### config.mk
export PLATFORM = sky130hd
export DESIGN_NAME = outputFifo
export DESIGN_NICKNAME = d
export VERILOG_FILES = /design/src/source/coreTypes.sv /design/src/source/outputFifo.sv
export SDC_FILE = /design/constraint.sdc
export NUM_CORES = 1
export LEC_CHECK = 0
export ABC_AREA = 1
export BUFFER_PORTS_ARGS = -buffer_cell sky130_fd_sc_hd__buf_2
export CAP_MARGIN = 10
export CORE_MARGIN = 5
export CORE_UTILIZATION = 56
export CTS_CLUSTER_SIZE = 14
export DETAILED_ROUTE_END_ITERATION = 16
export GPL_TIMING_DRIVEN = 0
export PLACE_DENSITY = 0.88
export SYNTH_ARGS = -nofsm -noshare
export SYNTH_HDL_FRONTEND = slang
export SYNTH_SLANG_ARGS = --single-unit
export TNS_END_PERCENT = 50
### constraint.sdc
create_clock -name CLK -period 2.45 [get_ports CLK]
set_clock_uncertainty 0.2 [all_clocks]
set_input_delay 0.6125 -clock CLK [delete_from_list [all_inputs] [get_ports CLK]]
set_output_delay 0.6125 -clock CLK [all_outputs]
set_load 0.02 [all_outputs]
### src/source/coreTypes.sv
`default_nettype none

package coreTypes;

    localparam int wordW     = 16;
    localparam int addrW     = 8;      // pc, imem and dmem addresses
    localparam int memDepth  = 1 << addrW;
    localparam int regCount  = 16;
    localparam int apbAddrW  = 12;
    localparam int fifoDepth = 4;
    localparam int fifoPtrW  = $clog2(fifoDepth);

    typedef logic [wordW-1:0]            word_t;
    typedef logic [wordW-1:0]            instr_t;
    typedef logic [addrW-1:0]            iaddr_t;
    typedef logic [addrW-1:0]            daddr_t;
    typedef logic [$clog2(regCount)-1:0] regIdx_t;
    typedef logic [apbAddrW-1:0]         apbAddr_t;
    typedef logic [fifoPtrW-1:0]         fifoPtr_t;
    typedef logic [fifoPtrW:0]           fifoCount_t;

    typedef enum logic [3:0] {
        opAdd  = 4'b0000,
        opGrt  = 4'b0001,
        opSub  = 4'b0010,
        opEq   = 4'b0011,
        opJalr = 4'b0100,
        opLui  = 4'b0101,
        opJal  = 4'b0110,
        opAddi = 4'b1000,
        opLw   = 4'b1001,
        opSw   = 4'b1010,
        opBne  = 4'b1011,
        opWri  = 4'b1100,
        opRea  = 4'b1101,
        opHalt = 4'b1111
    } opcode_e;

    typedef enum logic [1:0] {aluAdd, aluSub, aluGrt, aluEq} aluOp_e;
    typedef enum logic       {srcReg, srcPc} srcA_e;
    typedef enum logic [1:0] {srcRs2, srcOne, srcImm} srcB_e;
    typedef enum logic [1:0] {immI, immJ, immU} immKind_e;
    typedef enum logic [1:0] {stIdle, stRun, stHalt} runState_e;

    // memory windows are picked by PADDR[11:8]
    localparam logic [3:0] imemPage    = 4'h0;
    localparam logic [3:0] dmemPage    = 4'h1;
    localparam apbAddr_t   mailboxAddr = 12'h200;
    localparam apbAddr_t   controlAddr = 12'h300;
    localparam apbAddr_t   statusAddr  = 12'h304;

endpackage

`default_nettype wire

### src/source/outputFifo.sv
`default_nettype none

module outputFifo (
    input  logic             CLK,
    input  logic             rstN,
    input  logic             pushValid,
    input  coreTypes::word_t pushData,
    input  logic             portReady,
    output logic             fifoFull,
    output logic             portValid,
    output coreTypes::word_t portData
);
    import coreTypes::*;

    word_t      slots [fifoDepth];
    fifoPtr_t   wrPtr;
    fifoPtr_t   rdPtr;
    fifoCount_t count;
    logic       doPush;
    logic       doPop;

    assign fifoFull  = (count == fifoCount_t'(fifoDepth));
    assign portValid = (count != '0);
    assign portData  = slots[rdPtr];
    assign doPush    = pushValid & ~fifoFull;
    assign doPop     = portValid & portReady;

    always_ff @(posedge CLK)
    begin
        if (doPush)
            slots[wrPtr] <= pushData;
    end

    always_ff @(posedge CLK)
    begin
        if (!rstN)
        begin
            wrPtr <= '0;
            rdPtr <= '0;
            count <= '0;
        end
        else
        begin
            if (doPush)
                wrPtr <= wrPtr + 1'b1;   // pointers wrap at fifoDepth
            if (doPop)
                rdPtr <= rdPtr + 1'b1;
            if (doPush && !doPop)
                count <= count + 1'b1;
            else if (doPop && !doPush)
                count <= count - 1'b1;
        end
    end

endmodule

`default_nettype wire

==> metrics.md <==
| Metric | Value |
|---|---|
| Status | `completed` |
| Routed Antenna Nets | `0` |
| Final Wtd Congestion | `0.754` |
| Sink Count | `73` |
| Syn_nets | `249` |
| Maximum vdd ir drop | `0.503 mV` |
| Synth Register Bits | `73` |
| Leakage | `0.00129 µW` |
| Drc violations | `0` |
| Fin area | `3390 µm²` |
| Rel. slew slack | `35.9%` |
| Worst Path Required | `1.64 ns` |
| Final Cycle Share | `95.8%` |
| Post-DP HPWL | `3600 µm` |
| F_max | `426 MHz` |
| H-Tree Depth | `3` |
| ANT cells | `0` |
| Clock transition at path regs | `0.08 ns` |
| Startpoint types | `register` |
| Post-synth EDFFs | `64` |
| Netlist Area Pre-Place | `2840 µm²` |
| Synth warn | `0` |
| Total gr overflow | `0` |
| Die area | `6600 µm²` |
| Via count | `1813` |
| Number of hold buffers added after cts | `0` |
| Worst Path Class, Setup | `register to output port` |
| Primary FF master, synth | `edfxtp_1` |
| Core area | `5010 µm²` |
| Port bufs | `37` |
| Vias per cell | `5.21` |
| Pwr dens | `1100 nW/µm²` |
| Clock Latency Late Sink | `0.34 ns` |
| Die Span X | `81.3 µm` |
| Max-cap viol count | `0` |
| Ports | `38` |
| Number of global-route vias before repair | `1795` |
| First-pass GRT wire length | `8480 µm` |
| Share of cells above drive strength 1 | `25.9%` |
| Num rows | `26` |
| Setup TNS Final | `0 ns` |
| Drt pass-1 iters | `5` |
| Share of flip-flops with an asynchronous set or reset | `0%` |
| Initial core utilization | `56.8%` |
| Tot GR Track Use | `18.2%` |
| Number of distinct library cells after synthesis | `18` |
| Final setup viols | `0` |
| Longest Clk Path Bufs | `2` |
| Slew of the pin with the lowest slew margin | `0.961 ns` |
| Fin. Hold Viols | `0` |
| TritonCTS Buffers | `9` |
| Final Routed Wirelength | `5440 µm` |
| Die height | `81.3 µm` |
| Initial antenna violation count | `0` |
| Register area share after synthesis | `73.9%` |
| Starting DRT DRC Count | `139` |
| Worst Setup End Kind | `output port` |
| Syn Inst Count | `223` |
| CTS tree | `done` |
| Unrepaired setup endpoints after global routing | `no` |
| Area Overhead vs Synth | `19.3%` |
| Fin nets | `299` |
| Final min period | `2.35 ns` |
| Mean Syn Cell Area | `12.8 µm²` |
| Largest net degree at the start of global routing | `17` |
| CTS Root Cell | `clkbuf_8` |
| DP Area | `3140 µm²` |
| Final core occ | `67.7%` |
| Wirelength per Cell | `15.6 µm` |
| Worst Path Arrival | `1.54 ns` |
| Worst Path Max Fanout | `10` |
| HP Class | `input pin to register` |
| Final Max Tran Viols | `0` |
[critical path, cell delays in order, from the launching register on]
cell and delay, ns:
dfxtp_1 0.36, inv_2 0.10, buf_2 0.26, nor2_1 0.07
o22ai_1 0.21, buf_2 0.20
[final timing paths]
check	slack, ns	startpoint	depth (start not counted)	endpoint
worst max-delay path	0.10	register	5	portData[7]
worst min-delay path	0.28	pushData[11]	1	slots[0][11]
worst max register to register	0.37	count[0]	4	slots[3][12]
worst min register to register	0.30	rdPtr[1]	2	register
[flip-flops by register name, summed over array words and instances, names as in the netlist, named ones only]
register / flops
count: 3
rdPtr: 2
wrPtr: 2
slots: 64
[power by group]
group	total (µW)	internal (µW)	switching [µW]	leakage [µW]
combinational	1040	338	700	0.000504
clock	1110	677	437	0.000124
sequential	1590	1520	71.0	0.000661
total	3740	2530	1210	0.00129
[synth_stat cells (3+ instances only)]
master | n | share of area (%)
inv_2 | 3 | 0.40
ha_1 | 5 | 2.2
o22ai_1 | 16 | 3.5
edfxtp_1 | 64 | 68
dfxtp_1 | 9 | 6.3
buf_2 | 6 | 1.1
o21ai_1 | 28 | 4.9
o21ai_0 | 5 | 0.88
a21oi_1 | 3 | 0.53
nand2_1 | 13 | 1.7
nor2_1 | 46 | 6.1
inv_1 | 14 | 1.8
nand3_1 | 4 | 0.70
[routing by layer]
metal	share of wire, %	global-route usage (%)	wire length (µm)	vias up
met5	0	0	0	-
met1	41	21.2	2220	859
met4	1.8	10.1	97	0
li1	-	-	-	895
met2	51	30.0	2790	51
met3	6.1	5.43	333	8
[repair_timing]
item                                    in CTS  in global routing
resized for setup                            0                  4
endpoints found under the setup margin       0                 10
endpoints found under the hold margin        0                  0
setup buffers                                0                  1
[final cells by class]
cell class	instances	area, µm²
Clock inverter	7	118
Sequential cell	73	2100
Buffer	8	52.6
Inverter	17	63.8
Fill cell	378	1620
Clock buffer	9	124
Timing Repair Buffer	39	204
Multi-Input combinational cell	125	641
Tap cell	70	87.6
[kinds of logic after synthesis]
group                    Yosys count  synth area share (%)
flip-flops                        73                  73.9
AND/OR/NAND/NOR                   66                  9.20
AO/OA/AOI/OAI                     52                  9.85
buffers and inverters             25                  3.83
adder cells (fa/ha/maj)            6                  2.90
XOR/XNOR                           1                 0.308
[stage by stage]
stage | total power, µW | hold WS, ns | setup WS, ns | std cells
3_3_place_gp | 2600 | 0.289 | -0.125 | 330
6_report | 3740 | 0.275 | 0.102 | 348
2_1_floorplan | 2300 | 0.264 | 0.469 | 223
5_1_grt | 3940 | 0.260 | 0.0341 | 348
4_1_cts | 3760 | 0.259 | 0.00806 | 347
3_5_place_dp | 2650 | 0.295 | 0.238 | 331
[placed cells by master, fill, tap and decap left out, types with 8 or more instances in the layout]
cell / netlist / layout
edfxtp_1: 64 / 64
clkbuf_8: 0 / 9
dfxtp_1: 9 / 8
nand2_1: 13 / 13
inv_1: 14 / 14
o21ai_1: 28 / 28
o22ai_1: 16 / 16
nor2_1: 46 / 43
buf_2: 6 / 40
Note: power is estimated with default switching activity, not from simulation.
