File: src/source/coreTypes.sv
`default_nettype none

package coreTypes;

    localparam int wordW     = 16;
    localparam int addrW     = 8;      // pc, imem and dmem addresses
    localparam int memDepth  = 1 << addrW;
    localparam int regCount  = 16;
    localparam int apbAddrW  = 12;
    localparam int fifoDepth = 4;
    localparam int fifoPtrW  = $clog2(fifoDepth);

    typedef logic [wordW-1:0]            word_t;
    typedef logic [wordW-1:0]            instr_t;
    typedef logic [addrW-1:0]            iaddr_t;
    typedef logic [addrW-1:0]            daddr_t;
    typedef logic [$clog2(regCount)-1:0] regIdx_t;
    typedef logic [apbAddrW-1:0]         apbAddr_t;
    typedef logic [fifoPtrW-1:0]         fifoPtr_t;
    typedef logic [fifoPtrW:0]           fifoCount_t;

    typedef enum logic [3:0] {
        opAdd  = 4'b0000,
        opGrt  = 4'b0001,
        opSub  = 4'b0010,
        opEq   = 4'b0011,
        opJalr = 4'b0100,
        opLui  = 4'b0101,
        opJal  = 4'b0110,
        opAddi = 4'b1000,
        opLw   = 4'b1001,
        opSw   = 4'b1010,
        opBne  = 4'b1011,
        opWri  = 4'b1100,
        opRea  = 4'b1101,
        opHalt = 4'b1111
    } opcode_e;

    typedef enum logic [1:0] {aluAdd, aluSub, aluGrt, aluEq} aluOp_e;
    typedef enum logic       {srcReg, srcPc} srcA_e;
    typedef enum logic [1:0] {srcRs2, srcOne, srcImm} srcB_e;
    typedef enum logic [1:0] {immI, immJ, immU} immKind_e;
    typedef enum logic [1:0] {stIdle, stRun, stHalt} runState_e;

    // memory windows are picked by PADDR[11:8]
    localparam logic [3:0] imemPage    = 4'h0;
    localparam logic [3:0] dmemPage    = 4'h1;
    localparam apbAddr_t   mailboxAddr = 12'h200;
    localparam apbAddr_t   controlAddr = 12'h300;
    localparam apbAddr_t   statusAddr  = 12'h304;

endpackage

`default_nettype wire

File: src/source/apbHostPort.sv
`default_nettype none

module apbHostPort (
    input  logic                CLK,
    input  logic                rstN,
    input  logic                PSEL,
    input  logic                PENABLE,
    input  logic                PWRITE,
    input  coreTypes::apbAddr_t PADDR,
    input  coreTypes::word_t    PWDATA,
    output coreTypes::word_t    PRDATA,
    output logic                PREADY,
    output logic                PSLVERR,
    input  coreTypes::word_t    dmemRdata,
    input  logic                running,
    input  logic                halted,
    input  logic                illegal,
    output logic                hostImemWe,
    output logic                hostDmemWe,
    output coreTypes::daddr_t   hostAddr,
    output coreTypes::word_t    hostWdata,
    output logic                start,
    output coreTypes::word_t    mailbox
);
    import coreTypes::*;

    logic access;
    logic isImem;
    logic isDmem;
    logic isMail;
    logic isCtrl;
    logic isStat;
    logic mapped;
    logic lockedWrite;
    logic writeOk;

    assign access = PSEL & PENABLE;   // APB access phase

    assign isImem = (PADDR[apbAddrW-1:addrW] == imemPage);
    assign isDmem = (PADDR[apbAddrW-1:addrW] == dmemPage);
    assign isMail = (PADDR == mailboxAddr);
    assign isCtrl = (PADDR == controlAddr);
    assign isStat = (PADDR == statusAddr);
    assign mapped = isImem | isDmem | isMail | isCtrl | isStat;

    // program, data and mailbox are frozen while the core runs
    assign lockedWrite = PWRITE & running & (isImem | isDmem | isMail);
    assign writeOk     = access & PWRITE & mapped & ~lockedWrite;

    assign PREADY  = 1'b1;
    assign PSLVERR = access & (~mapped | lockedWrite);

    assign hostImemWe = writeOk & isImem;
    assign hostDmemWe = writeOk & isDmem;
    assign start      = writeOk & isCtrl & PWDATA[0];
    assign hostAddr   = PADDR[addrW-1:0];
    assign hostWdata  = PWDATA;

    always_ff @(posedge CLK)
    begin
        if (!rstN)
            mailbox <= '0;
        else if (writeOk && isMail)
            mailbox <= PWDATA;
    end

    always_comb
    begin
        if (isDmem)
            PRDATA = dmemRdata;
        else if (isMail)
            PRDATA = mailbox;
        else if (isStat)
            PRDATA = word_t'({illegal, halted, running});
        else
            PRDATA = '0;   // imem is write only
    end

endmodule

`default_nettype wire

File: config.mk
export PLATFORM = sky130hd
export DESIGN_NAME = apbHostPort
export DESIGN_NICKNAME = d
export VERILOG_FILES = /design/src/source/coreTypes.sv /design/src/source/apbHostPort.sv
export SDC_FILE = /design/constraint.sdc
export NUM_CORES = 1
export LEC_CHECK = 0
export BUFFER_PORTS_ARGS = -buffer_cell sky130_fd_sc_hd__buf_2
export CAP_MARGIN = 20
export CORE_ASPECT_RATIO = 1.25
export CORE_MARGIN = 4
export CORE_UTILIZATION = 39
export DETAILED_ROUTE_END_ITERATION = 16
export PLACE_DENSITY = 0.86
export SLEW_MARGIN = 20
export SYNTH_ARGS = -nofsm -noshare
export SYNTH_HDL_FRONTEND = slang
export SYNTH_SLANG_ARGS = --single-unit
File: constraint.sdc
create_clock -name CLK -period 2.6 [get_ports CLK]
set_clock_uncertainty 0.1 [all_clocks]
set_input_delay 0.39 -clock CLK [delete_from_list [all_inputs] [get_ports CLK]]
set_output_delay 0.39 -clock CLK [all_outputs]
set_load 0.02 [all_outputs]
==> results of run 1 <==
per-stage QoR:
| stage | setup slack [ns] | util (%) | total power [W] | instance area (µm²) |
|---|---|---|---|---|
| finish | 0.4418 | 57.23 | 0.0005385 | 1564 |
| global route | 0.3311 | 57.23 | 0.0005661 | 1564 |
| CTS | 0.4353 | 57.23 | 0.0005453 | 1564 |
| detailed placement | 0.3882 | 55.91 | 0.0003820 | 1528 |
| global placement | 0.4674 | 55.91 | 0.0003806 | 1528 |
| floorplan | 0.3552 | - | 0.0003365 | 1139 |
power groups by stage:
stage                     logic (W)  clock network [W]  registers [W]
final                      0.000131           0.000163       0.000245
after global routing       0.000143           0.000178       0.000245
after CTS                  0.000132           0.000169       0.000245
after detailed placement   0.000131                  0       0.000251
after global placement     0.000130                  0       0.000251
after floorplan           0.0000859                  0       0.000251
critical path, stage by stage:
cell and delay, ns:
buf_2 0.11, nor4b_2 0.29, and4_1 0.24, buf_4 0.24, a2bb2oi_1 0.17, nor3_1 0.07, buf_2 0.16
layout make-up:
| cell class | count | area share, % |
|---|---|---|
| Multi-Input combinational cell | 87 | 36.48 |
| Inverter | 1 | 0.2400 |
| Tap cell | 34 | 2.720 |
| Clock buffer | 4 | 2.320 |
| Sequential cell | 16 | 20.48 |
| Timing Repair Buffer | 114 | 37.76 |
worst min-delay path by stage:
stage | endpoint | slack (ns) | cells past startpoint
after floorplan | mailbox[0]$_SDFFE_PN0P_ | 0.43 | 2
after global placement | mailbox[0]$_SDFFE_PN0P_ | 0.35 | 2
after detailed placement | mailbox[0]$_SDFFE_PN0P_ | 0.36 | 2
after CTS | mailbox[3]$_SDFFE_PN0P_ | 0.24 | 3
after global routing | mailbox[10]$_SDFFE_PN0P_ | 0.24 | 3
final | mailbox[15]$_SDFFE_PN0P_ | 0.25 | 3
cells by family (layout without fill, tap and decap cells):
family,after synthesis,after routing,synth area share (%)
multiplexers,16,16,14.07
flip-flops,16,16,28.13
AO/OA/AOI/OAI,17,17,12.75
AND/OR/NAND/NOR,53,53,22.42
buffers and inverters,35,119,22.31
other,1,1,0.3294
metal layers:
layer / global-route usage, % / vias to the layer above / part of all wire (%)
li1: - / 621 / -
met1: 17.63 / 552 / 34
met2: 32.89 / 73 / 52
met3: 4.151 / 6 / 12
met4: 7.715 / 0 / 1.2
met5: 0 / - / 0
placed cells by master, fill, tap and decap left out:
| cell type | n |
|---|---|
| clkbuf_8 | 1 |
| conb_1 | 1 |
| nor4b_1 | 2 |
| inv_1 | 1 |
| nor3b_1 | 1 |
| and2_1 | 1 |
| buf_12 | 1 |
| clkbuf_4 | 3 |
| buf_2 | 111 |
| nor3_1 | 4 |
| nor3b_4 | 1 |
| a22o_1 | 13 |
| nor4b_2 | 1 |
| a22oi_1 | 3 |
| dfxtp_1 | 16 |
| nand2_1 | 36 |
| and4_1 | 2 |
| a2bb2oi_1 | 1 |
| nor2_1 | 1 |
| buf_4 | 2 |
| nand3_1 | 4 |
| mux2i_1 | 16 |
==> results.toml, run 1 <==
[route]
vias_per_cell = 4.891
final_antenna_net_count = 0
routedWlPerCell_um = 13.23
via_count = 1252
remaining_drc_errors = 0
first_iter_violations = 59
wl_um = 3387
first_pass_iters = 4

[cts]
post_cts_buffers = 0
clk_pin_slew_worst_paths_ns = 0.09
hold_buffers = 0
postCtsResizedCells = 0
clkLatencyLatePin_ns = 0.28
cts.sinks = 16
cts_tree = "done"
clockRootBuffer = "clkbuf_4"
cts_buffer_depth = 2
cts_buffers = 3
cts-htree-levels = 1

[floorplanning]
rows = 21
die-area_mm2 = 0.003853
die_x_um = 56.33
die_h_um = 68.41
io_pins = 113
coreArea_mm2 = 0.002733
initial_core_util_pct = 41.67

[sta]
fin_setup_tns_ns = 0
maxSlewViolCount = 0
period_share_pct = 83.01
whs_ns = 0.2466
fmax_mhz = 463.4
hold_viol_final = 0
slew_headroom_pct = 65.53
max_slew.worst_pin.slew_ns = 0.5171
finalSetupViolCount = 0
finalCriticalPeriod_ns = 2.158
grt_setup_unrepaired = "no"

[global_route]
grt_pass1_vias = 1155
grt.total_usage_pct = 17.12
grt-ovfl-total = 0
antenna_found_initial = 0
grt_pass1_wl_um = 5175
grt_max_degree = 33

[finish]
top_register = "mailbox"
multi_input_area_um2 = 570.5
drive_above_1_share_pct = 54.05
final_cells = 256
area_growth_pct = 37.36
largest_register_ffs = 16
nNetsFinal = 275
biggestRegsByFlops = "mailbox x16"
antenna_cells = 0
regArea_um2 = 320.3
nFillCells = 283

[logic_synthesis]
synth_top_cells_by_count = "nand2_1 (36), buf_4 (26), dfxtp_1 (16), mux2i_1 (16), a22o_1 (13)"
yosysMostFrequentCell = "nand2_1"
syn_area_mm2 = 0.001139
synth_cell_types = 22
async_flop_share_pct = 0
ys_ff_latch = 16
synth_flop_cell = "dfxtp_1"
synth_top_cell_by_area = "dfxtp_1"
synth_edf_count = 0
synth-seq-area-share_pct = 28.13
syn_nets = 190
synth_cells = 138
avgSynthCellArea_um2 = 8.251
post-synth-top-area-fraction_pct = 28.13
ys_top_cells_by_area = "dfxtp_1 (28%), buf_4 (17%), mux2i_1 (14%), nand2_1 (12%), a22o_1 (10%)"
yosysWarnings = 0

[setup_path]
reg2regPathDepth = 2
cp_max_fo = 18
r2r_start = "mailbox[5]$_SDFFE_PN0P_"
crit_type = "in2out"
crit_arrival_ns = 1.67
endpoint_kind = "output pin"
required_ns = 2.11
endpoint = "PSLVERR"
start_kind = "input pin"
r2r-end = "mailbox[5]$_SDFFE_PN0P_"
ff2ff_setup_slack_ns = 1.84
worstSetupStartpoint = "PADDR[11]"

[power]
p_per_area_mw_per_mm2 = 344.3
power.switching_w = 0.0001542
comb_power_share_pct = 24.3
power.internal_w = 0.0003843
p_seq_share_pct = 45.5
ir_drop_mv = 0.2034
pwr-share-clk_pct = 30.3
p_sw_share_pct = 28.63
p_leak_nw = 0.8494

[min_path]
worstHoldStart = "PWDATA[15]"
hold_class = "in2reg"

[placement]
gp_congestion = 0.7573
dp_hpwl_um = 2718
port_buffers = 111
post-place-cells = 252

[outcome]
status = "finished clean"

[run]
drv_cap = 0
Note: power is estimated with default switching activity, not from simulation.
==> run 2: changes to the inputs <==
--- a/config.mk
+++ b/config.mk
@@ -5,13 +5,14 @@
 export SDC_FILE = /design/constraint.sdc
 export NUM_CORES = 1
 export LEC_CHECK = 0
+export ABC_AREA = 1
 export BUFFER_PORTS_ARGS = -buffer_cell sky130_fd_sc_hd__buf_2
 export CAP_MARGIN = 20
 export CORE_ASPECT_RATIO = 1.25
 export CORE_MARGIN = 4
-export CORE_UTILIZATION = 39
+export CORE_UTILIZATION = 37
 export DETAILED_ROUTE_END_ITERATION = 16
-export PLACE_DENSITY = 0.86
+export PLACE_DENSITY = 0.8
 export SLEW_MARGIN = 20
 export SYNTH_ARGS = -nofsm -noshare
 export SYNTH_HDL_FRONTEND = slang
==> constraint.sdc (replaced) <==
create_clock -name CLK -period 2.1 [get_ports CLK]
set_clock_uncertainty 0.1 [all_clocks]
set_input_delay 0.315 -clock CLK [delete_from_list [all_inputs] [get_ports CLK]]
set_output_delay 0.315 -clock CLK [all_outputs]
set_load 0.02 [all_outputs]
==> run 2 against run 1 <==
First-iteration DRC count shrank 53%. Sequential power grew 24%. Wire length grew 6.0%. Clock-buffer cell count did not move. Non-clock buffer count fell by 1. Critical endpoint is now start. Largest cell class is now multi-input combinational cells. Largest power group unchanged. Highest routed layer unchanged.
==> results.toml, run 2 <==
[outcome]
status = "finished clean"

[route]
wl_um = 3589
remaining_drc_errors = 0
routedWlPerCell_um = 10.81
via_count = 1448
first_iter_violations = 28
first_pass_iters = 4
final_antenna_net_count = 0
vias_per_cell = 4.361

[power]
comb_power_share_pct = 21.3
power.switching_w = 0.0001997
p_per_area_mw_per_mm2 = 433.3
p_seq_share_pct = 41.5
p_sw_share_pct = 27.29
p_leak_nw = 1.086
ir_drop_mv = 0.3483
power.internal_w = 0.0005321
pwr-share-clk_pct = 37.2

[floorplanning]
coreArea_mm2 = 0.003223
die-area_mm2 = 0.004367
die_h_um = 72.89
rows = 23
die_x_um = 59.91
initial_core_util_pct = 38.66
io_pins = 113

[sta]
fin_setup_tns_ns = 0
fmax_mhz = 518.9
maxSlewViolCount = 0
finalSetupViolCount = 0
grt_setup_unrepaired = "no"
hold_viol_final = 0
finalCriticalPeriod_ns = 1.927
period_share_pct = 91.77

[finish]
drive_above_1_share_pct = 43.39
largest_register_ffs = 16
top_register = "mailbox"
multi_input_area_um2 = 588.1
biggestRegsByFlops = "mailbox x16"
nNetsFinal = 348
area_growth_pct = 35.54
antenna_cells = 0
regArea_um2 = 320.3
final_cells = 332
final_cell_mix = "buf_2 (111), nand2_1 (63), nor2_1 (42)"
nFillCells = 351
final_common_cell = "buf_2"

[setup_path]
cp_max_fo = 3
critical_path.slowest_cell = "buf_2"
crit_path_cell_trace = "buf_2, nor2_1, nand2_1, nor2_4, nand2_1, nand2_1, inv_2, nand2_4, nand2_1, nor3b_2, buf_2"
start_kind = "input pin"
cpPeakStageDelay_ns = 0.19
crit_type = "in2out"
required_ns = 1.68
crit_arrival_ns = 1.51
crit_top_cell = "nand2_1"
endpoint_kind = "output pin"

[logic_synthesis]
async_flop_share_pct = 0
yosysWarnings = 0
synth_flop_cell = "dfxtp_1"
syn_nets = 262
yosysMostFrequentCell = "nand2_1"
ys_top_cells_by_area = "dfxtp_1 (26%), nand2_1 (19%), buf_4 (15%), nor2_1 (13%), inv_1 (8.1%)"
avgSynthCellArea_um2 = 5.934
synth_edf_count = 0
post-synth-top-area-fraction_pct = 25.70
synth-seq-area-share_pct = 25.70
synth_cells = 210
ys_ff_latch = 16
syn_area_mm2 = 0.001246
synth_top_cell_by_area = "dfxtp_1"
synth_cell_types = 20
synth_top_cells_by_count = "nand2_1 (63), nor2_1 (42), inv_1 (27)"

[cts]
clk_pin_slew_worst_paths_ns = 0.06
clkLatencyLatePin_ns = 0.24
cts_buffer_depth = 2
cts_buffers = 3
post_cts_buffers = 0
clockRootBuffer = "clkbuf_8"
cts_tree = "done"
cts.sinks = 16
hold_buffers = 0
cts-htree-levels = 1

[run]
drv_cap = 0

[placement]
post-place-cells = 328
dp_hpwl_um = 2904
gp_congestion = 0.8233
port_buffers = 111

[min_path]
hold_class = "in2reg"

[global_route]
grt.total_usage_pct = 16.31
grt_max_degree = 33
antenna_found_initial = 0
grt_pass1_wl_um = 5540
grt_pass1_vias = 1306
grt-ovfl-total = 0
[run 2: what timing repair did]
action,in CTS,in global routing
resized for setup,0,1
endpoints found under the hold margin,0,0
endpoints found under the setup margin,0,1
[run 2: path summary, 6_finish.rpt]
path	from	endpoint	slack [ns]	cells after the start
worst max register to register	mailbox[14]$_SDFFE_PN0P_	mailbox[14]$_SDFFE_PN0P_	1.35	4
worst max-delay path	PADDR[3]	start	0.17	11
worst min-delay path	PWDATA[15]	mailbox[15]$_SDFFE_PN0P_	0.20	3
worst min register to register	mailbox[9]$_SDFFE_PN0P_	mailbox[9]$_SDFFE_PN0P_	0.43	4
[run 2: cells by family (layout without fill, tap and decap cells)]
kind of cell	after synthesis	in the layout	synth area share [%]
DFF	16	16	25.70
buffers and inverters	61	146	27.51
other	1	1	0.3009
AOI/OAI and AO/OA	16	16	7.028
and+or+nand+nor	116	116	39.46
[run 2: layout make-up]
cell class                      count  share of cell area, %
Timing Repair Buffer              113                  33.78
Inverter                           29                  6.444
Multi-Input combinational cell    133                  34.81
Tap cell                           37                  2.741
Sequential cell                    16                  18.96
Clock buffer                        4                  3.259
[run 2: power by group through the flow]
stage	clock network [W]	registers, W	logic (W)
floorplan	0	0.000310	0.000106
global placement	0	0.000310	0.000155
detailed placement	0	0.000310	0.000157
CTS	0.000281	0.000303	0.000158
global route	0.000300	0.000303	0.000171
finish	0.000272	0.000303	0.000156
[run 2: stage by stage]
step / total power, W / utilization [%] / instance area (µm²) / worst slack, ns / hold slack (ns)
detailed placement: 0.0004675 / 50.54 / 1629 / 0.1521 / 0.4203
CTS: 0.0007417 / 52.25 / 1684 / 0.1557 / 0.1965
floorplan: 0.0004160 / - / 1246 / 0.1880 / 0.3499
global route: 0.0007739 / 52.41 / 1689 / 0.02374 / 0.2030
finish: 0.0007318 / 52.41 / 1689 / 0.1729 / 0.1974
global placement: 0.0004654 / 50.54 / 1629 / 0.1884 / 0.4180
[run 2: layer usage]
metal,global-route usage (%),vias to the layer above,part of all wire (%)
met1,19.29,618,39
met2,29.21,65,51
li1,-,761,-
met5,0,-,0
met4,5.911,0,1.3
met3,2.124,4,9.5
[run 2: critical path, delay by kind of cell]
family | cells | cell delay (ns)
buf+inv | 3 | 0.35
simple gates | 8 | 0.85
